==> config.mk <==
export PLATFORM = sky130hd
export DESIGN_NAME = reset_seq
export DESIGN_NICKNAME = d
export VERILOG_FILES = /design/src/hw/bus_pkg.sv /design/src/hw/soc_map_pkg.sv /design/src/hw/reset_seq.sv
export SDC_FILE = /design/constraint.sdc
export NUM_CORES = 1
export LEC_CHECK = 0
export BUFFER_PORTS_ARGS = -buffer_cell sky130_fd_sc_hd__buf_2
export CAP_MARGIN = 10
export CELL_PAD_IN_SITES_DETAIL_PLACEMENT = 1
export CELL_PAD_IN_SITES_GLOBAL_PLACEMENT = 1
export CORE_AREA = 2 2 39 41
export DETAILED_ROUTE_END_ITERATION = 12
export DIE_AREA = 0 0 41 43
export HOLD_SLACK_MARGIN = 0.05
export PLACE_DENSITY_LB_ADDON = 0.2
export RECOVER_POWER = 25
export SYNTH_ARGS = -nofsm -noshare
export SYNTH_HDL_FRONTEND = slang
export SYNTH_SLANG_ARGS = --single-unit
==> constraint.sdc <==
create_clock -name clk24mhz -period 2.05 [get_ports clk24mhz]
set_input_delay 0.205 -clock clk24mhz [delete_from_list [all_inputs] [get_ports clk24mhz]]
set_output_delay 0.205 -clock clk24mhz [all_outputs]
set_load 0.05 [all_outputs]
==> src/hw/bus_pkg.sv <==
// Bus operation encoding, word and mask types, master and slave counts and slave indices
`default_nettype none

package bus_pkg;

	// Level-held bus operation, same encoding as the processor port
	typedef enum logic [1:0] {
		OP_IDLE  = 2'b00,
		OP_WRITE = 2'b01,
		OP_READ  = 2'b10
	} op_e;

	// Word address, the byte address without its two low bits
	typedef logic [29:0] addr_t;
	typedef logic [31:0] data_t;
	typedef logic [3:0]  sel_t;

	localparam int MASTER_COUNT = 2;

	// Slave order also fixes the device table layout
	typedef enum logic [1:0] {
		SLV_DEVTBL  = 2'd0,
		SLV_INTCTRL = 2'd1,
		SLV_RAM     = 2'd2,
		SLV_INVALID = 2'd3
	} slave_e;

	localparam int SLAVE_COUNT = 4;

endpackage

`default_nettype wire
==> src/hw/soc_map_pkg.sv <==
// Memory map bases and size, device identifiers, SoC identifier, interrupt count, reset commands
`default_nettype none

package soc_map_pkg;

	// Word bases of the 4 KB windows
	localparam bus_pkg::addr_t DEVTBL_BASE  = 30'h000;
	localparam bus_pkg::addr_t INTCTRL_BASE = 30'h400;
	localparam bus_pkg::addr_t RAM_BASE     = 30'h800;

	// Everything from byte address 0x3000 upward is unmapped
	localparam bus_pkg::addr_t INVALID_BASE = 30'hC00;

	// Size in bytes, reported for every slave
	localparam bus_pkg::data_t MAP_SIZE = 32'h0000_1000;

	localparam bus_pkg::data_t DEV_ID_DEVTBL  = 32'd7;
	localparam bus_pkg::data_t DEV_ID_INTCTRL = 32'd3;
	localparam bus_pkg::data_t DEV_ID_RAM     = 32'd1;
	localparam bus_pkg::data_t DEV_ID_INVALID = 32'd0;

	localparam bus_pkg::data_t SOC_ID = 32'd6;

	// Destinations are one per master
	localparam int IRQ_SRC_COUNT = 2;

	// Bit 1 requests a restart, bit 0 alone requests power-off
	typedef enum logic [1:0] {
		RST_NONE     = 2'b00,
		RST_WARM     = 2'b10,
		RST_POWEROFF = 2'b01,
		RST_COLD     = 2'b11
	} rst_cmd_e;

endpackage

`default_nettype wire

==> src/hw/reset_seq.sv <==
// Reset stretch counter and software power-off latch
`timescale 1ns/1ns
`default_nettype none

module reset_seq #(
	parameter int RST_CYCLES = 16
) (
	input  wire                        clk24mhz,
	input  wire                        rst_p,
	input  wire soc_map_pkg::rst_cmd_e rst_cmd_i,
	output logic                       sys_rst_o,
	output logic                       power_off_o
);

	localparam int CNT_W = $clog2(RST_CYCLES + 1);

	logic [CNT_W-1:0] cnt_q;
	logic             restart;

	// Cold restart behaves as warm, there is no global set/reset path
	assign restart = rst_cmd_i == soc_map_pkg::RST_WARM || rst_cmd_i == soc_map_pkg::RST_COLD;

	always_ff @(posedge clk24mhz) begin
		if (rst_p || restart)
			cnt_q <= CNT_W'(RST_CYCLES);
		else if (cnt_q != '0)
			cnt_q <= cnt_q - 1'b1;
	end

	assign sys_rst_o = cnt_q != '0;

	// Only the external reset brings the system back from power-off
	always_ff @(posedge clk24mhz) begin
		if (rst_p)
			power_off_o <= 1'b0;
		else if (rst_cmd_i == soc_map_pkg::RST_POWEROFF)
			power_off_o <= 1'b1;
	end

endmodule

`default_nettype wire

**Word level (Yosys, flattened, before mapping)**

Index checks and enable logic that the tools add are counted.

- Output and inout port bits: 2
- Input port bits: 4
- Register bits after elaboration: 6

- Equal/unequal tests: 3
- Add/subtract/negate cells: 1
- Reductions and logical operators: 3

Operator list:

| cell | number |
|---|---|
| nonzero test 5 bit | 1 |
| subtractor 5 x 1 -> 5 bit, second input constant | 1 |
| equality test 2 bit, second input constant | 2 |
| equality test 2 x 1 -> 1 bit, second input constant | 1 |
| logical OR 1 bit | 2 |

**Longest topological paths before layout**

- Word-level depth: 3
- Mapped depth: 6
- Depth with buffers taken out: 5

**Least setup slack after synthesis**

OpenSTA, ideal clock, no wires.

- Path type: reg-to-reg
- From: reg cnt_q[0]
- To: reg cnt_q[1]
- Data required time: 1947 ps
- Stages on the path, launching flop included: 6
- Buffers on the path: 1
- Setup slack: 340 ps
- Data arrival time: 1606 ps
- Library setup time: 103 ps
- Path through: dfxtp_1 inv_1 ha_1 or4b_1 clkbuf_2 a2111oi_2

- Word-level cells in the longest chain between the ends: 1
- Elaborated cells between the ends (all ways): 2
- Classes of those cells: 1 x add/sub; 1 x reduce/logical

RTL lines:

| what | RTL line | text |
|---|---|---|
| start, declared | reset_seq.sv:17 | `logic [CNT_W-1:0] cnt_q;` |
| start signal, assigned | reset_seq.sv:25 | `cnt_q <= CNT_W'(RST_CYCLES);` |
| start signal, assigned | reset_seq.sv:27 | `cnt_q <= cnt_q - 1'b1;` |
| nonzero test 5 bit | n/a |  |
| via sys_rst_o | reset_seq.sv:11 | `output logic sys_rst_o,` |

The timed path passes the listed nets, and every way through them passes these cells.
A chain may end at the register's enable or synchronous reset.

**Worst setup path after layout**

- From: reg cnt_q[0]
- To: out sys_rst_o

- Word-level cells in the longest chain between the ends: 1

RTL lines:

| what | RTL line | text |
|---|---|---|
| nonzero test 5 bit | reset_seq.sv:30 | `assign sys_rst_o = cnt_q != '0;` |
| end, declared | reset_seq.sv:11 |  |

Every way passes these cells.

==> flow_metrics.env <==
export IMPL_core_area_sq_um=1384
export IMPL_io_pins=6
export IMPL_yosysSeqAreaShare=0.4364
export IMPL_critical_path_cell_count=4
export IMPL_die_w_um=41
export IMPL_crit_required_ns=1.85
export IMPL_slowest_stage="or4b_1"
export IMPL_htreeDepth=1
export IMPL_synth_top_family_by_area="simple AND/OR/NAND/NOR gates"
export IMPL_area_growth_syn_to_layout_pct=22.27
export IMPL_fin_crit_sh=0.9162
export IMPL_cts_tree="yes"
export IMPL_drc=0
export IMPL_clock_latency_ns=0.24
export IMPL_crit_buf_inv=2
export IMPL_clockBufferDepth=2
export IMPL_synthAdderAreaFrac=0.09091
export IMPL_synth_mux_area_frac=0.03636
export IMPL_drive_gt1_frac=0.2162
export IMPL_holdPathStages=2
export IMPL_vdd_drop_max_mv=0.2250
export IMPL_p_leak_nw=0.1400
export IMPL_numCtsBuffers=3
export IMPL_n_antenna_cell=0
export IMPL_power_share_clock=0.345
export IMPL_first_iter_violations=4
export IMPL_crit_family="simple AND/OR/NAND/NOR gates"
export IMPL_synth_nets=36
export IMPL_cts_sinks=6
export IMPL_antenna_found_initial=0
export IMPL_globalRouteTotalUtil=0.08551
export IMPL_switching_share=0.2724
export IMPL_drv_slew=0
export IMPL_syn_area_sq_um=275.3
export IMPL_synth_cells=30
export IMPL_postRouteAntennaNets=0
export IMPL_post_cts_buffers=0
export IMPL_skew_ns=0.002669
export IMPL_row_count=14
export IMPL_crit_type="reg -> out"
export IMPL_p_sw_mw=0.08319
export IMPL_status="finished clean"
export IMPL_wl_per_cell_um=9.736
export IMPL_grt_start_max_net_pins=6
export IMPL_hold_viol_final=0
export IMPL_startpoint_type="register"
export IMPL_routed_wl_um=516
export IMPL_ys_types=13
export IMPL_p_int_mw=0.2222
export IMPL_cp_arrival_ns=1.67
export IMPL_setup_tns_ns=0
export IMPL_die_y_um=43
export IMPL_dr_pass1_iters=2
export IMPL_slew_headroom=0.6088
export IMPL_grt_pass1_vias=240
export IMPL_path_max_fanout=5
export IMPL_hold_class="in -> reg"
export IMPL_fin_nets=45
export IMPL_vias_per_cell=4.358
export IMPL_clock_root_buffer="clkbuf_4"
export IMPL_ys_warn_count=0
export IMPL_power_density_nw_per_um2=907.4
export IMPL_synth_simple_area_share=0.2091
export IMPL_layout_min_cycle_time_ns=1.878
export IMPL_path_clk_slew_ns=0.04
export IMPL_seq_power_share=0.446
export IMPL_via_count=231
export IMPL_rsz0062_at_grt="false"
export IMPL_end_kind="primary output"
export IMPL_yosys_register_bits=6
export IMPL_dp_hpwl_um=429.9
export IMPL_drv_cap=0
export IMPL_die_area_sq_um=1763
export IMPL_crit_chain="inv_1, ha_1, or4b_1, buf_2"
export IMPL_io_buffers=5
export IMPL_fin_cells=53
export IMPL_worst_r2r_path_depth=4
export IMPL_avgSynthCellArea_sq_um=9.175
export IMPL_grt_pass1_wl_um=938
export IMPL_synth_xor_area_frac=0.09545
export IMPL_final_util=0.2432
export IMPL_post_cts_resized=0
export IMPL_tightest_slew_ns=0.5893
export IMPL_fmax_mhz=532.4
export IMPL_synth_compound_area_frac=0.07273
export IMPL_place_inst=50
export IMPL_setup_viol=0
export IMPL_slowest_delay_ns=0.58
export IMPL_overflow=0
export IMPL_initial_core_util=0.1989
export IMPL_p_comb_frac=0.209
export IMPL_whs_ns=0.1840
export IMPL_place_congestion=0.6754
export IMPL_cts_hold_repair_buffers=0
export IMPL_layout_common_cells="6 x nor2_1, 6 x dfxtp_1, 4 x buf_2"
[metal layers]
metal / wire length (um) / track usage
met3: 18 / 0.01571
met4: 11 / 0.1200
met5: 0 / 0
met2: 252 / 0.1063
met1: 234 / 0.09709
[synthesized netlist by cell type]
master     instances  share of area
xnor2_1            3          0.095
nor3_1             2          0.036
nand2_1            2          0.027
a2111oi_2          1          0.055
mux2i_1            1          0.036
nor3b_1            1          0.027
inv_1              3          0.041
clkbuf_2           1          0.018
ha_1               2          0.091
dfxtp_1            6           0.44
or4b_1             1          0.036
nor2_1             6          0.082
a21oi_1            1          0.018
[state kept, by name (all words and copies together), names as in the netlist]
register / flops
cnt_q: 5
power_off_o: 1
[area by class of cell]
class	count	area [sq um]
repair buffers	5	23.77
clock buffers	3	22.52
multi-input cells	20	138.9
well taps	16	20.02
inverters	3	11.26
flip-flops and latches	6	120.1
fillers	177	1047
[power by group through the flow]
stage          Combinational, mW  Sequential (mW)  Clock (mW)
3_3_place_gp              0.0643            0.138           0
5_1_grt                   0.0728            0.138       0.121
4_1_cts                   0.0660            0.136       0.113
2_1_floorplan             0.0470            0.141           0
6_report                  0.0638            0.136       0.105
3_5_place_dp              0.0654            0.139           0
[cell families (layout without fill, tap and decap cells)]
logic type	count (synthesis)	count (layout)
compound gates	2	2
xor+xnor	3	3
fa+ha+maj	2	2
buf+inv	4	11
flops	6	6
mux	1	1
simple gates	12	12
[per-stage QoR]
step           total power, mW  setup slack (ns)  instance area, sq um
3_5_place_dp            0.2040            0.4013                 315.3
6_report                0.3054            0.1718                 336.6
4_1_cts                 0.3151            0.1366                 337.8
3_3_place_gp            0.2023            0.4262                 315.3
2_1_floorplan           0.1881            0.3404                 275.3
5_1_grt                 0.3314           0.07502                 336.6
[final timing paths]
path | start | to | slack (ns)
max reg2reg | cnt_q[0]$_SDFFE_PP0P_ | cnt_q[1]$_SDFFE_PP0P_ | 0.41
min | rst_p | cnt_q[1]$_SDFFE_PP0P_ | 0.18
min reg2reg | power_off_o$_SDFFE_PP0N_ | power_off_o$_SDFFE_PP0N_ | 0.46
max | cnt_q[0]$_SDFFE_PP0P_ | sys_rst_o | 0.17
No activity file was read; power rests on OpenSTA's default activity.
