[config.mk]
export PLATFORM = sky130hd
export DESIGN_NAME = dev_table
export DESIGN_NICKNAME = d
export VERILOG_FILES = /design/src/hw/bus_pkg.sv /design/src/hw/soc_map_pkg.sv /design/src/hw/dev_table.sv
export SDC_FILE = /design/constraint.sdc
export NUM_CORES = 1
export LEC_CHECK = 0
export ABC_AREA = 1
export BUFFER_PORTS_ARGS = -buffer_cell sky130_fd_sc_hd__buf_4
export CORE_MARGIN = 3
export CORE_UTILIZATION = 30
export CTS_CLUSTER_SIZE = 20
export DETAILED_ROUTE_END_ITERATION = 10
export PLACE_DENSITY = 0.76
export SLEW_MARGIN = 20
export SYNTH_ARGS = -nofsm -noshare
export SYNTH_HDL_FRONTEND = slang
export SYNTH_SLANG_ARGS = --single-unit
[constraint.sdc]
create_clock -name clk24mhz -period 1.1 [get_ports clk24mhz]
set_input_delay 0.055 -clock clk24mhz [delete_from_list [all_inputs] [get_ports clk24mhz]]
set_output_delay 0.055 -clock clk24mhz [all_outputs]
set_load 0.03 [all_outputs]
[src/hw/bus_pkg.sv]
// Bus operation encoding, word and mask types, master and slave counts and slave indices
`default_nettype none

package bus_pkg;

	// Level-held bus operation, same encoding as the processor port
	typedef enum logic [1:0] {
		OP_IDLE  = 2'b00,
		OP_WRITE = 2'b01,
		OP_READ  = 2'b10
	} op_e;

	// Word address, the byte address without its two low bits
	typedef logic [29:0] addr_t;
	typedef logic [31:0] data_t;
	typedef logic [3:0]  sel_t;

	localparam int MASTER_COUNT = 2;

	// Slave order also fixes the device table layout
	typedef enum logic [1:0] {
		SLV_DEVTBL  = 2'd0,
		SLV_INTCTRL = 2'd1,
		SLV_RAM     = 2'd2,
		SLV_INVALID = 2'd3
	} slave_e;

	localparam int SLAVE_COUNT = 4;

endpackage

`default_nettype wire
[src/hw/soc_map_pkg.sv]
// Memory map bases and size, device identifiers, SoC identifier, interrupt count, reset commands
`default_nettype none

package soc_map_pkg;

	// Word bases of the 4 KB windows
	localparam bus_pkg::addr_t DEVTBL_BASE  = 30'h000;
	localparam bus_pkg::addr_t INTCTRL_BASE = 30'h400;
	localparam bus_pkg::addr_t RAM_BASE     = 30'h800;

	// Everything from byte address 0x3000 upward is unmapped
	localparam bus_pkg::addr_t INVALID_BASE = 30'hC00;

	// Size in bytes, reported for every slave
	localparam bus_pkg::data_t MAP_SIZE = 32'h0000_1000;

	localparam bus_pkg::data_t DEV_ID_DEVTBL  = 32'd7;
	localparam bus_pkg::data_t DEV_ID_INTCTRL = 32'd3;
	localparam bus_pkg::data_t DEV_ID_RAM     = 32'd1;
	localparam bus_pkg::data_t DEV_ID_INVALID = 32'd0;

	localparam bus_pkg::data_t SOC_ID = 32'd6;

	// Destinations are one per master
	localparam int IRQ_SRC_COUNT = 2;

	// Bit 1 requests a restart, bit 0 alone requests power-off
	typedef enum logic [1:0] {
		RST_NONE     = 2'b00,
		RST_WARM     = 2'b10,
		RST_POWEROFF = 2'b01,
		RST_COLD     = 2'b11
	} rst_cmd_e;

endpackage

`default_nettype wire

[src/hw/dev_table.sv]
// Device description table with the software reset command register
`timescale 1ns/1ns
`default_nettype none

module dev_table (
	input  wire                   clk24mhz,
	input  wire                   rst_p,
	input  wire                   we_i,
	input  wire                   re_i,
	input  wire bus_pkg::addr_t   addr_i,
	input  wire bus_pkg::data_t   wdata_i,
	output bus_pkg::data_t        rdata_o,
	output soc_map_pkg::rst_cmd_e rst_cmd_o
);

	// Identifiers in slave_e order, the default slave last
	localparam bus_pkg::data_t DEV_IDS [bus_pkg::SLAVE_COUNT] = '{
		soc_map_pkg::DEV_ID_DEVTBL,
		soc_map_pkg::DEV_ID_INTCTRL,
		soc_map_pkg::DEV_ID_RAM,
		soc_map_pkg::DEV_ID_INVALID
	};

	bus_pkg::data_t tbl_word;

	always_comb begin
		tbl_word = '0;
		if (addr_i == bus_pkg::addr_t'(0))
			tbl_word = soc_map_pkg::SOC_ID;
		else if (addr_i == bus_pkg::addr_t'(1))
			tbl_word = bus_pkg::data_t'(bus_pkg::SLAVE_COUNT);
		// Two words per slave, identifier then map size
		for (int i = 0; i < bus_pkg::SLAVE_COUNT; i++) begin
			if (addr_i == bus_pkg::addr_t'(2 + 2 * i))
				tbl_word = DEV_IDS[i];
			if (addr_i == bus_pkg::addr_t'(3 + 2 * i))
				tbl_word = soc_map_pkg::MAP_SIZE;
		end
	end

	always_ff @(posedge clk24mhz) begin
		if (re_i)
			rdata_o <= tbl_word;
	end

	// Command stays until the reset it causes clears it
	always_ff @(posedge clk24mhz) begin
		if (rst_p)
			rst_cmd_o <= soc_map_pkg::RST_NONE;
		else if (we_i && addr_i == bus_pkg::addr_t'(0))
			rst_cmd_o <= soc_map_pkg::rst_cmd_e'(wdata_i[1:0]);
	end

endmodule

`default_nettype wire

# Yosys cells after proc, flatten, opt, wreduce, memory -nomap -nowiden

Index checks and enable logic that the tools add are counted.

Register bits after elaboration: 34
Logic and storage cells: 30

Equality and inequality tests: 9
Muxes and demuxes: 9
Reduce and logical (&&, ||, !) cells: 6

Operator list:

| kind                  | count |
|---|---|
| $eq A30 B3 Y1 const B | 4 |
| $mux W13              | 7 |
| $eq A30 B2 Y1 const B | 2 |
| $eq A30 B4 Y1 const B | 2 |
| $eq A30 B1 Y1 const B | 1 |
| $logic_not A30 Y1     | 1 |
| $reduce_or A9 Y1      | 1 |
| $reduce_or A7 Y1      | 1 |
| $mux W3               | 2 |
| $reduce_or A5 Y1      | 1 |
| $reduce_or A3 Y1      | 1 |
| $logic_and A1 B1 Y1   | 1 |

# Logic depth before layout (Yosys ltp)

Depth in word-level cells: 10
Mapped depth: 8

# Least setup slack after synthesis

Ideal clock, no wire load.

Path kind: input to register
Start point: in addr_i[19]
End point: reg rdata_o[0] (data pin)
Library setup time: 0.135 ns
Data arrival time: 0.808 ns
Required time: 0.965 ns
Path slack: 0.157 ns
Stages: 6
Path through: or2_4 -> nor2_4 -> nand2_4 -> nor2_1 -> nand3_1 -> nand3_1

Longest elaborated chain between the ends: 7

RTL lines:

| element              | RTL line        | RTL |
|---|---|---|
| start, declared      | dev_table.sv:10 | `input wire bus_pkg::addr_t addr_i,` |
| $logic_not A30 Y1    | dev_table.sv:28 | `if (addr_i == bus_pkg::addr_t'(0))` |
| $mux W3              | dev_table.sv:28 |  |
| $mux W13             | dev_table.sv:34 | `if (addr_i == bus_pkg::addr_t'(2 + 2 * i))` |
| $mux W13             | dev_table.sv:36 | `if (addr_i == bus_pkg::addr_t'(3 + 2 * i))` |
| $mux W13             | dev_table.sv:34 |  |
| $mux W13             | dev_table.sv:36 |  |
| $mux W13             | dev_table.sv:34 |  |
| end signal, assigned | dev_table.sv:43 | `rdata_o <= tbl_word;` |
| end, declared        | dev_table.sv:12 | `output bus_pkg::data_t rdata_o,` |

Several ways; a longest one is shown, not always the timed one.
A chain may end at the register's enable or synchronous reset.

# Final worst setup path

Start point: in addr_i[15]
End point: reg rdata_o[12] (data pin)

Longest elaborated chain between the ends: 7

RTL lines:

| element       | RTL line |
|---|---|
| $eq A30 B2 Y1 | dev_table.sv:36 |
| $mux W13      | dev_table.sv:36 |
| $mux W13      | dev_table.sv:34 |
| $mux W13      | dev_table.sv:36 |
| $mux W13      | dev_table.sv:34 |
| $mux W13      | dev_table.sv:36 |
| $mux W13      | dev_table.sv:34 |

Several ways; a longest one is shown, not always the timed one.

==> summary.md <==
| Metric | Value |
|---|---|
| Top-count cell post-synth | `buf_4` |
| Crit path cell chain | `buf_4 -> nor2_1 -> nand2_1 -> nor2_2 -> nand4_1 -> nor2_1 -> nor2_1 -> nand2_1` |
| Drt total wl | `1461 microns` |
| Setup WS pre-CTS | `-0.04153 ns` |
| Net Sw Power | `267.8 uW` |
| Placed inst area | `a little under 0.001 sq mm` |
| Nets | `220` |
| Final instance area | `around 1000 sq um` |
| Worst setup SP type | `input port` |
| Most instantiated cells after synthesis | `buf_4, nor2_1, nand2_1` |
| Critical path class | `in -> reg` |
| Number of max-cap violations | `0` |
| Asr flop ratio synth | `0%` |
| Final Setup Violations | `0` |
| Vias in the first global route | `568` |
| Fmax | `1.094 GHz` |
| Clock-pin slew on the worst setup and hold paths | `around 0.050 ns` |
| Flops & latches, synth | `6` |
| Gpl congestion | `0.8263` |
| Internal Pwr Total | `roughly 490 uW` |
| Cell Pwr Density | `757.9 mW/mm^2` |
| Cell Area, Synth | `between 700 and 800 sq um` |
| First-pass detailed-route iteration total | `4` |
| Fin crit period | `0.9142 ns` |
| Mapped Cells | `107` |
| Remaining global-route overflow | `0` |
| DRT iter0 DRCs | `5` |
| Largest family of logic cells by synthesized area | `simple AND/OR/NAND/NOR gates` |
| CP delay by family, top | `simple AND/OR/NAND/NOR gates` |
| Port buffer count | `41` |
| Post-synthesis simple-gate area fraction | `a little over two fifths` |
| Area contributors post-synth | `buf_4, edfxtp_1, nor2_1` |
| Die area | `0.003040 sq mm` |
| Rows | `17` |
| Synth Area in Compound Gates | `under 10%` |
| Synth top area share | `between 20% and 30%` |
| TritonCTS Buffers | `3` |
| Initial antenna violation count | `0` |
| Area grow syn2layout | `38.00%` |
| Clock skew | `0 ns` |
| Resize count post-CTS | `0` |
| Detail-routed via count per cell | `roughly 4` |
| Worst IR Drop VDD | `~350 uV` |
| Die W | `roughly 55 microns` |
| Combinational share of power | `between 30% and 40%` |
| Post-synthesis mux area share | `0%` |
| Static leakage | `around 0.00055 uW` |
| Main synth FF type | `edfxtp_1` |
| Clock Latency Late Sink | `roughly 0.23 ns` |
| Post-synth top area cell | `buf_4` |
| Most common cell on crit path | `nor2_1` |
| Post-synth EDFFs | `4` |
| Switching Share | `between 30% and 40%` |
| First-pass GRT wire length | `approximately 2100 microns` |
| CP Buf/Inv Count | `1` |
| YS warnings | `0` |
| Yosys cell types | `18` |
| CP required | `1.20 ns` |
| Fin. Hold Viols | `0` |
| # diodes | `0` |
| Min-delay worst type | `in -> reg` |
| Critical Path End Type | `register` |
| Placed insts | `~180` |
| Hold buffers post-CTS | `0` |
| Remaining DRCs | `0` |
| Part of the cycle the worst path needs | `between 80% and 90%` |
| Flop pwr share | `between 30 and 40%` |
| Post-synthesis adder-cell area fraction | `0%` |
| DIE HEIGHT | `roughly 55 microns` |
| H-tree depth | `1` |
| CTS Sinks | `6` |
| CP max stage delay | `between 0.2 and 0.3 ns` |
| Mean Syn Cell Area | `just under 7 sq um` |
| Sequential share of the synthesized area | `approximately 22%` |
| Wire per inst | `between 8 and 9 microns` |
| RSZ-0062 raised after global routing | `no` |
| Remaining antenna violation count | `0` |
| Xor/xnor cell area share of the yosys netlist | `0%` |
| CTS max path bufs | `2` |
| CTS tree | `done` |
| Slowest CP cell | `nor2_2` |
| Crit-path max FO | `6` |
| Layout Cells excl Fill | `~180` |
| Largest net degree at the start of global routing | `7` |
| Core area | `between 0.002 and 0.0025 sq mm` |
| Clk network pwr share | `27.6%` |
| Status | `completed` |
| Final worst setup slack | `around 0.19 ns` |
| Post-CTS setup buffer count | `0` |
| I/O Pins | `100` |
| Post-DP HPWL | `1364 microns` |
| Worst path arrival time | `1.02 ns` |
| Root Driver | `clkbuf_4` |
| Max-slew violations | `0` |
| Vias post-DR | `between 700 and 800` |
| Initial core utilization | `32.13%` |
| GR Util All Layers | `under 10%` |
| Filler Cell Count | `approximately 270` |
| Share of layout cells above drive strength 1 | `between 30% and 40%` |
worst register-to-register path, cell delays in order, from the launching register on:
cell	delay, ns
dfxtp_1	0.30
a21oi_1	0.12
nor2_1	0.06
power by group through the flow:
stage / registers (uW) / logic [uW] / clock network (uW)
global placement: 254 / 293 / 0
CTS: 250 / 298 / 220
floorplan: 271 / 237 / 0
global route: 250 / 321 / 235
detailed placement: 254 / 297 / 0
finish: 250 / 299 / 209
cells by family after synthesis:
logic type | after synthesis
simple gates | 62
buf+inv | 36
flops | 6
compound gates | 2
other cells | 1
registers in the layout, indices dropped and copies added, names as in the netlist:
name       cells
rdata_o        4
rst_cmd_o      2
through the flow:
step	TNS [ns]	util [%]	hold slack, ns	power, uW
2_1_floorplan	0	-	0.1675	507.8
3_5_place_dp	-0.1988	43.17	0.2931	550.8
3_3_place_gp	-0.03490	43.17	0.2871	546.9
6_report	0	44.34	0.04629	757.7
5_1_grt	0	44.34	0.03573	806.0
4_1_cts	0	44.34	0.04055	767.7
per-layer routing:
| metal | vias to the layer above | global-route usage (%) | part of all wire [%] |
|---|---|---|---|
| met1 | 303 | 8.414 | 32 |
| met5 | - | 0 | 0 |
| met2 | 36 | 18.90 | 55 |
| met4 | 0 | 3.644 | 0 |
| met3 | 0 | 1.609 | 12 |
| li1 | 374 | - | - |
area by class of cell:
cell class / instances / area [sq um] / area share, %
Clock buffer: 4 / 26.28 / 2.628
Inverter: 8 / 30.03 / 3.004
Multi-Input combinational cell: 92 / 425.4 / 42.55
Sequential cell: 6 / 160.2 / 16.02
Tap cell: 28 / 35.03 / 3.504
Timing Repair Buffer: 43 / 322.8 / 32.29
path summary, 6_finish.rpt:
kind | slack [ns] | start | to | cells after the start
min | 0.05 | re_i | rdata_o[1] | 1
max reg2reg | 0.51 | rst_cmd_o[1] | rst_cmd_o[1] | 2
max | 0.19 | addr_i[15] | rdata_o[12] | 8
min reg2reg | 0.49 | rst_cmd_o[1] | rst_cmd_o[1] | 2
cell usage in the layout, fill, tap and decap left out, drive strengths merged:
cell type / instances
a21oi: 2
buf: 43
clkbuf: 4
conb: 28
dfxtp: 2
edfxtp: 4
inv: 8
nand2: 15
nand3: 11
nand4: 3
nor2: 30
nor3: 2
or2: 1
(Power assumes the default switching activity.)
