File: src/hw/bus_pkg.sv
// Bus operation encoding, word and mask types, master and slave counts and slave indices
`default_nettype none

package bus_pkg;

	// Level-held bus operation, same encoding as the processor port
	typedef enum logic [1:0] {
		OP_IDLE  = 2'b00,
		OP_WRITE = 2'b01,
		OP_READ  = 2'b10
	} op_e;

	// Word address, the byte address without its two low bits
	typedef logic [29:0] addr_t;
	typedef logic [31:0] data_t;
	typedef logic [3:0]  sel_t;

	localparam int MASTER_COUNT = 2;

	// Slave order also fixes the device table layout
	typedef enum logic [1:0] {
		SLV_DEVTBL  = 2'd0,
		SLV_INTCTRL = 2'd1,
		SLV_RAM     = 2'd2,
		SLV_INVALID = 2'd3
	} slave_e;

	localparam int SLAVE_COUNT = 4;

endpackage

`default_nettype wire
File: src/hw/soc_map_pkg.sv
// Memory map bases and size, device identifiers, SoC identifier, interrupt count, reset commands
`default_nettype none

package soc_map_pkg;

	// Word bases of the 4 KB windows
	localparam bus_pkg::addr_t DEVTBL_BASE  = 30'h000;
	localparam bus_pkg::addr_t INTCTRL_BASE = 30'h400;
	localparam bus_pkg::addr_t RAM_BASE     = 30'h800;

	// Everything from byte address 0x3000 upward is unmapped
	localparam bus_pkg::addr_t INVALID_BASE = 30'hC00;

	// Size in bytes, reported for every slave
	localparam bus_pkg::data_t MAP_SIZE = 32'h0000_1000;

	localparam bus_pkg::data_t DEV_ID_DEVTBL  = 32'd7;
	localparam bus_pkg::data_t DEV_ID_INTCTRL = 32'd3;
	localparam bus_pkg::data_t DEV_ID_RAM     = 32'd1;
	localparam bus_pkg::data_t DEV_ID_INVALID = 32'd0;

	localparam bus_pkg::data_t SOC_ID = 32'd6;

	// Destinations are one per master
	localparam int IRQ_SRC_COUNT = 2;

	// Bit 1 requests a restart, bit 0 alone requests power-off
	typedef enum logic [1:0] {
		RST_NONE     = 2'b00,
		RST_WARM     = 2'b10,
		RST_POWEROFF = 2'b01,
		RST_COLD     = 2'b11
	} rst_cmd_e;

endpackage

`default_nettype wire

File: src/hw/bus_decoder.sv
// Address decoder with slave strobes, offset address, default slave and read-data return
`timescale 1ns/1ns
`default_nettype none

module bus_decoder (
	input  wire                             clk24mhz,
	input  wire                             rst_p,
	input  wire bus_pkg::op_e               bus_op_i,
	input  wire bus_pkg::addr_t             bus_addr_i,
	input  wire bus_pkg::data_t             bus_wdata_i,
	input  wire bus_pkg::sel_t              bus_sel_i,
	output logic                            bus_rdy_o,
	output bus_pkg::data_t                  bus_rdata_o,
	output logic [bus_pkg::SLAVE_COUNT-1:0] s_we_o,
	output logic [bus_pkg::SLAVE_COUNT-1:0] s_re_o,
	output bus_pkg::addr_t                  s_addr_o,
	output bus_pkg::data_t                  s_wdata_o,
	output bus_pkg::sel_t                   s_sel_o,
	input  wire bus_pkg::data_t             devtbl_rdata_i,
	input  wire bus_pkg::data_t             intctrl_rdata_i,
	input  wire bus_pkg::data_t             ram_rdata_i
);

	// Indexed by slave_e
	localparam bus_pkg::addr_t SLAVE_BASE [bus_pkg::SLAVE_COUNT] = '{
		soc_map_pkg::DEVTBL_BASE,
		soc_map_pkg::INTCTRL_BASE,
		soc_map_pkg::RAM_BASE,
		soc_map_pkg::INVALID_BASE
	};

	bus_pkg::slave_e sel;
	bus_pkg::slave_e rd_sel_q;

	always_comb begin
		if (bus_addr_i >= soc_map_pkg::INVALID_BASE)
			sel = bus_pkg::SLV_INVALID;
		else if (bus_addr_i >= soc_map_pkg::RAM_BASE)
			sel = bus_pkg::SLV_RAM;
		else if (bus_addr_i >= soc_map_pkg::INTCTRL_BASE)
			sel = bus_pkg::SLV_INTCTRL;
		else
			sel = bus_pkg::SLV_DEVTBL;
	end

	// Every slave is always ready
	assign bus_rdy_o = bus_op_i != bus_pkg::OP_IDLE;

	always_comb begin
		s_we_o = '0;
		s_re_o = '0;
		s_we_o[sel] = bus_op_i == bus_pkg::OP_WRITE;
		s_re_o[sel] = bus_op_i == bus_pkg::OP_READ;
	end

	assign s_addr_o  = bus_addr_i - SLAVE_BASE[sel];
	assign s_wdata_o = bus_wdata_i;
	assign s_sel_o   = bus_sel_i;

	// Remember which slave answers the read on the next cycle
	always_ff @(posedge clk24mhz) begin
		if (rst_p)
			rd_sel_q <= bus_pkg::SLV_INVALID;
		else if (bus_op_i == bus_pkg::OP_READ)
			rd_sel_q <= sel;
	end

	// Unmapped space drops writes and reads back zero
	always_comb begin
		case (rd_sel_q)
			bus_pkg::SLV_DEVTBL:  bus_rdata_o = devtbl_rdata_i;
			bus_pkg::SLV_INTCTRL: bus_rdata_o = intctrl_rdata_i;
			bus_pkg::SLV_RAM:     bus_rdata_o = ram_rdata_i;
			default:              bus_rdata_o = '0;
		endcase
	end

endmodule

`default_nettype wire

File: config.mk
export PLATFORM = sky130hd
export DESIGN_NAME = bus_decoder
export DESIGN_NICKNAME = d
export VERILOG_FILES = /design/src/hw/bus_pkg.sv /design/src/hw/soc_map_pkg.sv /design/src/hw/bus_decoder.sv
export SDC_FILE = /design/constraint.sdc
export NUM_CORES = 1
export LEC_CHECK = 0
export ABC_CLOCK_PERIOD_IN_PS = 2900
export BUFFER_PORTS_ARGS = -buffer_cell sky130_fd_sc_hd__buf_4
export CORE_AREA = 2 2 106 108
export DETAILED_ROUTE_END_ITERATION = 10
export DIE_AREA = 0 0 108 110
export PLACE_DENSITY = 0.52
export SLEW_MARGIN = 15
export SYNTH_ARGS = -nofsm -noshare
export SYNTH_HDL_FRONTEND = slang
export SYNTH_SLANG_ARGS = --single-unit
File: constraint.sdc
create_clock -name clk24mhz -period 2.9 [get_ports clk24mhz]
set_clock_uncertainty 0.15 [all_clocks]
set_input_delay 0 -clock clk24mhz [delete_from_list [all_inputs] [get_ports clk24mhz]]
set_output_delay 0 -clock clk24mhz [all_outputs]
set_load 0.005 [all_outputs]
==> Yosys cells after proc, flatten, opt, wreduce, memory -nomap -nowiden <==
Index checks and enable logic that the tools add are counted.
{ "word_totals": {"ff_bits": 2, "latchBits": 0, "mem_bits_rw": 0, "rom_bits": 0, "in_bits": 166, "out_inout_bits": 107, "word_cells": 27, "n_memories": 0} }
{ "op_classes": {"addsub": 1, "multipliers": 0, "div": 0, "magnitude_cmp": 6, "eq_ne": 4, "n_shift": 0, "mux": 9, "bitwise_logic": 3, "n_reduce_logical": 3} }
{ "op_table": {"columns": ["cell", "count"], "rows": [
  ["case mux 32 bit (3 select lines)", 1],
  ["binary-select mux 30 bit (select 2 bit)", 1],
  ["greater-or-equal comparator 30 x 12 -> 1 bit (second input constant)", 2],
  ["two-way mux 30 bit", 2],
  ["greater-or-equal comparator 30 x 11 -> 1 bit (second input constant)", 1],
  ["subtractor 30 bit", 1],
  ["AND 4 bit", 2],
  ["equality test 2 x 1 -> 1 bit (second input constant)", 2],
  ["equality test 2 bit (second input constant)", 2],
  ["two-way mux 2 bit", 2],
  ["greater-or-equal comparator 3 bit (second input constant)", 1],
  ["< comparator 2 x 3 -> 1 bit (second input constant)", 1],
  ["inverter 2 -> 3 bit", 1],
  ["demux 1 bit (select 2 bit)", 1],
  ["greater-or-equal comparator 2 x 1 -> 1 bit (second input constant)", 1],
  ["logical NOT 2 bit", 1],
  ["two-way mux 1 bit", 2],
  ["nonzero test 2 bit", 1],
  ["logical AND 1 bit", 1]
]} }

==> Logic depth before layout (Yosys ltp) <==
{ "logic_depth": {"word_depth": 9, "depth_mapped": 10, "mapped_depth_nobuf": 10} }

==> Worst setup path after synthesis <==
OpenSTA, ideal clock, no wires.
{ "synth_timing": {"kind": "input-to-output", "start": "input port bus_addr_i[19]", "end": "output port s_addr_o[20]", "arrival_time_ns": 2.278, "required_time_ns": 2.750, "slack_ns": 0.472, "path_stages": 10, "path_buffers": 0, "path_cell_list": "or4_4 > nor4_4 > nor4b_4 > nand2_1 > ha_1 > inv_1 > fa_1 > or3_1 > o21ai_0 > a21bo_2"} }
{ "synth_between": {"elab_chain_len": 9, "word_cells_on_any_way": 11, "cone_classes": "add/sub: 1; order compare: 3; mux: 6; bitwise: 1"} }
{ "synth_rtl": {"columns": ["item", "line", "text"], "rows": [
  ["start: declaration", "bus_decoder.sv:9", "input wire bus_pkg::addr_t bus_addr_i,"],
  ["greater-or-equal comparator 30 x 11 -> 1 bit", "bus_decoder.sv:40", "else if (bus_addr_i >= soc_map_pkg::INTCTRL_BASE)"],
  ["two-way mux 1 bit", "bus_decoder.sv:40", null],
  ["two-way mux 2 bit", "bus_decoder.sv:38", "else if (bus_addr_i >= soc_map_pkg::RAM_BASE)"],
  ["two-way mux 2 bit (*)", "bus_decoder.sv:36", "if (bus_addr_i >= soc_map_pkg::INVALID_BASE)"],
  ["via sel[0]", "bus_decoder.sv:32", "bus_pkg::slave_e sel;"],
  ["inverter 2 -> 3 bit (implied by the code) (*)", "bus_decoder.sv:56", "assign s_addr_o = bus_addr_i - SLAVE_BASE[sel];"],
  ["binary-select mux 30 bit (select 2 bit) (*)", "bus_decoder.sv:56", null],
  ["two-way mux 30 bit (implied by the code) (*) (2 in series)", "bus_decoder.sv:56", null],
  ["subtractor 30 bit (*)", "bus_decoder.sv:56", null],
  ["end: declaration", "bus_decoder.sv:16", "output bus_pkg::addr_t s_addr_o,"]
]} }
The timed path passes the listed nets; every way through them passes the cells marked *. The select of a mux whose other input is x is not followed.

==> Worst setup path in the final report <==
{ "layout_timing": {"start": "input port bus_addr_i[23]", "end": "output port s_addr_o[20]"} }
The elaborated chain is that of the path after synthesis.

==> run_summary.xml <==
<?xml version="1.0" encoding="UTF-8"?>
<metrics>
  <group name="outcome">
    <metric name="status" unit="">finished, final reports clean</metric>
  </group>
  <group name="placed_design">
    <metric name="io_buffers" unit="">180</metric>
    <metric name="detailed_place_hpwl" unit="µm">5790</metric>
    <metric name="place_area" unit="µm²">2800</metric>
    <metric name="place_congestion" unit="">0.773</metric>
  </group>
  <group name="final_layout">
    <metric name="post_route_cells_drive_above_1_share" unit="">0.487</metric>
    <metric name="largest_register_ff_count" unit="">2</metric>
    <metric name="largestRegisters" unit="">rd_sel_q (2)</metric>
    <metric name="design_area" unit="µm²">3340</metric>
    <metric name="area_growth_syn_to_layout" unit="%">106</metric>
    <metric name="largest-register" unit="">rd_sel_q</metric>
    <metric name="layout.nets" unit="">584</metric>
  </group>
  <group name="grt">
    <metric name="via_count_of_the_first_global_routing_pass" unit="">2217</metric>
    <metric name="grt_ovf" unit="">0</metric>
    <metric name="grt_antenna_before_repair" unit="">1</metric>
    <metric name="grt_max_degree" unit="">34</metric>
    <metric name="grt_usage" unit="">0.108</metric>
    <metric name="grt_pass1_wl" unit="µm">10400</metric>
  </group>
  <group name="worst_setup_path">
    <metric name="timing.critical_path.arrival" unit="ps">2590</metric>
    <metric name="cp-start-kind" unit="">input port</metric>
    <metric name="worst_endpoint_required_time" unit="ps">2750</metric>
    <metric name="cp_max_fo" unit="">5</metric>
    <metric name="worstSetupPathType" unit="">input port to primary output</metric>
    <metric name="endpoint_kind" unit="">primary output</metric>
  </group>
  <group name="clock_tree">
    <metric name="post-cts-setup-buffer-count" unit="">0</metric>
    <metric name="cts_sinks" unit="">2</metric>
    <metric name="tritoncts.num_buffers" unit="">3</metric>
    <metric name="clk_pin_slew_worst_paths" unit="ps">30</metric>
    <metric name="htree_levels" unit="">1</metric>
    <metric name="ctsLongestPathBuffers" unit="">2</metric>
    <metric name="insertion_delay" unit="ps">210</metric>
    <metric name="cts_root_buf" unit="">sky130_fd_sc_hd__clkbuf_8</metric>
    <metric name="cts_tree" unit="">yes</metric>
  </group>
  <group name="die">
    <metric name="placeableCoreArea" unit="µm²">10700</metric>
    <metric name="die_width" unit="µm">108</metric>
    <metric name="row_count" unit="">38</metric>
    <metric name="fp.dieH" unit="µm">110</metric>
    <metric name="die-area" unit="µm²">11900</metric>
    <metric name="initial_core_util" unit="">0.152</metric>
    <metric name="top_level_ports" unit="">273</metric>
  </group>
  <group name="route">
    <metric name="first_iteration_detailed_routing_drc_count" unit="">67</metric>
    <metric name="drt-wirelength-per-cell" unit="µm">13.7</metric>
    <metric name="post_drt_via_cell_ratio" unit="">4.17</metric>
    <metric name="antenna_viol_nets_final" unit="">0</metric>
    <metric name="detail_route.drc_violations" unit="">0</metric>
    <metric name="drt_wl_total" unit="µm">7600</metric>
    <metric name="vias" unit="">2310</metric>
    <metric name="drt_pass1_iterations" unit="">4</metric>
  </group>
  <group name="min_path">
    <metric name="timing.hold.worst.class" unit="">input port to register</metric>
  </group>
  <group name="timing">
    <metric name="worst_hold_slack" unit="ps">24.0</metric>
    <metric name="final_max_slew_viol_count" unit="">0</metric>
    <metric name="unrepaired_setup_endpoints_after_global_routing" unit="">false</metric>
    <metric name="worst-slew-pin-transition" unit="ps">982</metric>
    <metric name="final-hold-violation-count" unit="">0</metric>
    <metric name="max_freq" unit="GHz">0.365</metric>
    <metric name="timing.final.crit_share" unit="">0.944</metric>
    <metric name="setup_total_negative_slack" unit="ps">0</metric>
    <metric name="period_needed" unit="ps">2740</metric>
    <metric name="setup_viol_count_final" unit="">0</metric>
    <metric name="worst_slew_margin_rel" unit="">0.342</metric>
  </group>
  <group name="synth">
    <metric name="ys_seq_area_frac" unit="">0.0247</metric>
    <metric name="ys_top_cells_by_area" unit="">sky130_fd_sc_hd__buf_4, sky130_fd_sc_hd__mux2i_1, sky130_fd_sc_hd__o21ai_0</metric>
    <metric name="gate_count_after_technology_mapping" unit="">235</metric>
    <metric name="synth_top_area_frac" unit="">0.213</metric>
    <metric name="synthesis.area" unit="µm²">1620</metric>
    <metric name="postSynthNetCount" unit="">404</metric>
    <metric name="synth_cell_types" unit="">36</metric>
    <metric name="synthesis.area_per_instance" unit="µm²">6.90</metric>
    <metric name="synth-seq-cells" unit="">2</metric>
    <metric name="yosys.area.top_type" unit="">sky130_fd_sc_hd__buf_4</metric>
    <metric name="synth_warnings" unit="">0</metric>
  </group>
  <group name="run">
    <metric name="drv_cap" unit="">0</metric>
  </group>
  <group name="power_and_ir_drop">
    <metric name="peak_supply_drop" unit="mV">0.0951</metric>
    <metric name="powerDensity" unit="nW/µm²">127</metric>
    <metric name="p_leak" unit="µW">0.00176</metric>
  </group>
</metrics>
[report_power, final]
part / internal, µW / total, µW / switching, µW
combinational: 196 / 288 / 92.2
sequential: 27.8 / 27.8 / 0.0000130
clock: 87.6 / 108 / 20.4
[cells by family after synthesis]
logic type | share of synthesized area
and+or+nand+nor | 0.277
adders and majority gates | 0.0278
AOI/OAI and AO/OA | 0.139
DFF | 0.0247
muxes | 0.198
buffers and inverters | 0.248
xor gates and xnor gates | 0.0864
[synth_stat cells]
cell type                   n
sky130_fd_sc_hd__a211oi_2   1
sky130_fd_sc_hd__nand4b_1   1
sky130_fd_sc_hd__nand2b_1   2
sky130_fd_sc_hd__o21ai_0   35
sky130_fd_sc_hd__ha_1       2
sky130_fd_sc_hd__a21oi_1    4
sky130_fd_sc_hd__nor4_4     1
sky130_fd_sc_hd__a21o_1     1
sky130_fd_sc_hd__buf_4     46
sky130_fd_sc_hd__and4_1     1
sky130_fd_sc_hd__nor2_1     5
sky130_fd_sc_hd__nand3b_1   3
sky130_fd_sc_hd__nor4b_4    1
sky130_fd_sc_hd__buf_1      3
sky130_fd_sc_hd__or4_4      2
sky130_fd_sc_hd__or4_1      1
sky130_fd_sc_hd__clkbuf_1   9
sky130_fd_sc_hd__nor4_1     2
sky130_fd_sc_hd__xor2_1     5
sky130_fd_sc_hd__inv_1      3
sky130_fd_sc_hd__fa_1       1
sky130_fd_sc_hd__and4_2     1
sky130_fd_sc_hd__nand3_1    2
sky130_fd_sc_hd__mux2i_1   32
sky130_fd_sc_hd__or3_1      2
sky130_fd_sc_hd__nor2b_1    3
sky130_fd_sc_hd__or3_4      1
sky130_fd_sc_hd__and4bb_2   1
sky130_fd_sc_hd__or2_2      1
sky130_fd_sc_hd__a21bo_2    1
sky130_fd_sc_hd__dfxtp_1    2
sky130_fd_sc_hd__and3_1     2
sky130_fd_sc_hd__nor3_1     8
sky130_fd_sc_hd__nand2_1   37
sky130_fd_sc_hd__xnor2_1   11
sky130_fd_sc_hd__nor4b_1    2
[per-stage QoR]
step / std cells / utilization / worst slack [ps] / power (µW)
after CTS: 553 / 0.310 / 118 / 428
after floorplan: 235 / - / 472 / 129
after global placement: 502 / 0.262 / 180 / 250
after global routing: 553 / 0.312 / 0.971 / 453
after detailed placement: 502 / 0.262 / 121 / 254
final: 554 / 0.312 / 162 / 424
[metal layers]
layer,vias to the layer above,global-route usage,part of all wire
met5,-,0,0
met2,135,0.231,0.55
met1,1044,0.104,0.34
met4,0,0.00916,0.0014
li1,1129,-,-
met3,2,0.0300,0.11
[worst max-delay path, stage by stage]
cell and delay [ps]:
sky130_fd_sc_hd__buf_4 120, sky130_fd_sc_hd__or4_4 530, sky130_fd_sc_hd__or3_4 370, sky130_fd_sc_hd__nor4b_4 260, sky130_fd_sc_hd__nand2_1 90, sky130_fd_sc_hd__ha_1 170, sky130_fd_sc_hd__inv_1 130, sky130_fd_sc_hd__fa_1 310
sky130_fd_sc_hd__or3_1 220, sky130_fd_sc_hd__o21ai_0 90, sky130_fd_sc_hd__a21bo_2 180, sky130_fd_sc_hd__buf_4 100
[final cells by class]
type	count	area (µm²)
fill	1128	7360
tap	140	175
inverter	3	11.3
sequential	2	41.3
timing repair buffer	233	1870
multi-input combinational	172	1200
antenna	1	2.50
clock buffer	3	41.3
[timing repair]
action / CTS / global route
hold buffers: 48 / 0
resized for setup: 0 / 2
endpoints found under the setup margin: 0 / 2
endpoints found under the hold margin: 48 / 0
[final timing paths]
| check | start | to | cells past startpoint | slack, ps |
|---|---|---|---|---|
| min | bus_addr_i[11] | rd_sel_q[1] | 3 | 20 |
| max | bus_addr_i[23] | s_addr_o[20] | 12 | 160 |
| max reg2reg | rd_sel_q[1] | rd_sel_q[1] | 3 | 1600 |
| min reg2reg | rd_sel_q[0] | rd_sel_q[0] | 3 | 710 |
[cell usage in the layout (no fill, tap or decap), drive strengths merged, types with 2 or more instances in the layout]
cell type      n
and4           2
or4            3
nand3          2
nor2b          3
nor4b          3
nor4           3
or3            3
o21ai         35
nand3b         3
nor2           5
clkbuf         3
ha             2
xnor2         11
dlygate4sd3   48
nand2b         2
mux2i         32
nand2         37
xor2           5
a21oi          4
nor3           8
inv            3
and3           2
dfxtp          2
buf          185
Note: power is estimated with default switching activity, not from simulation.
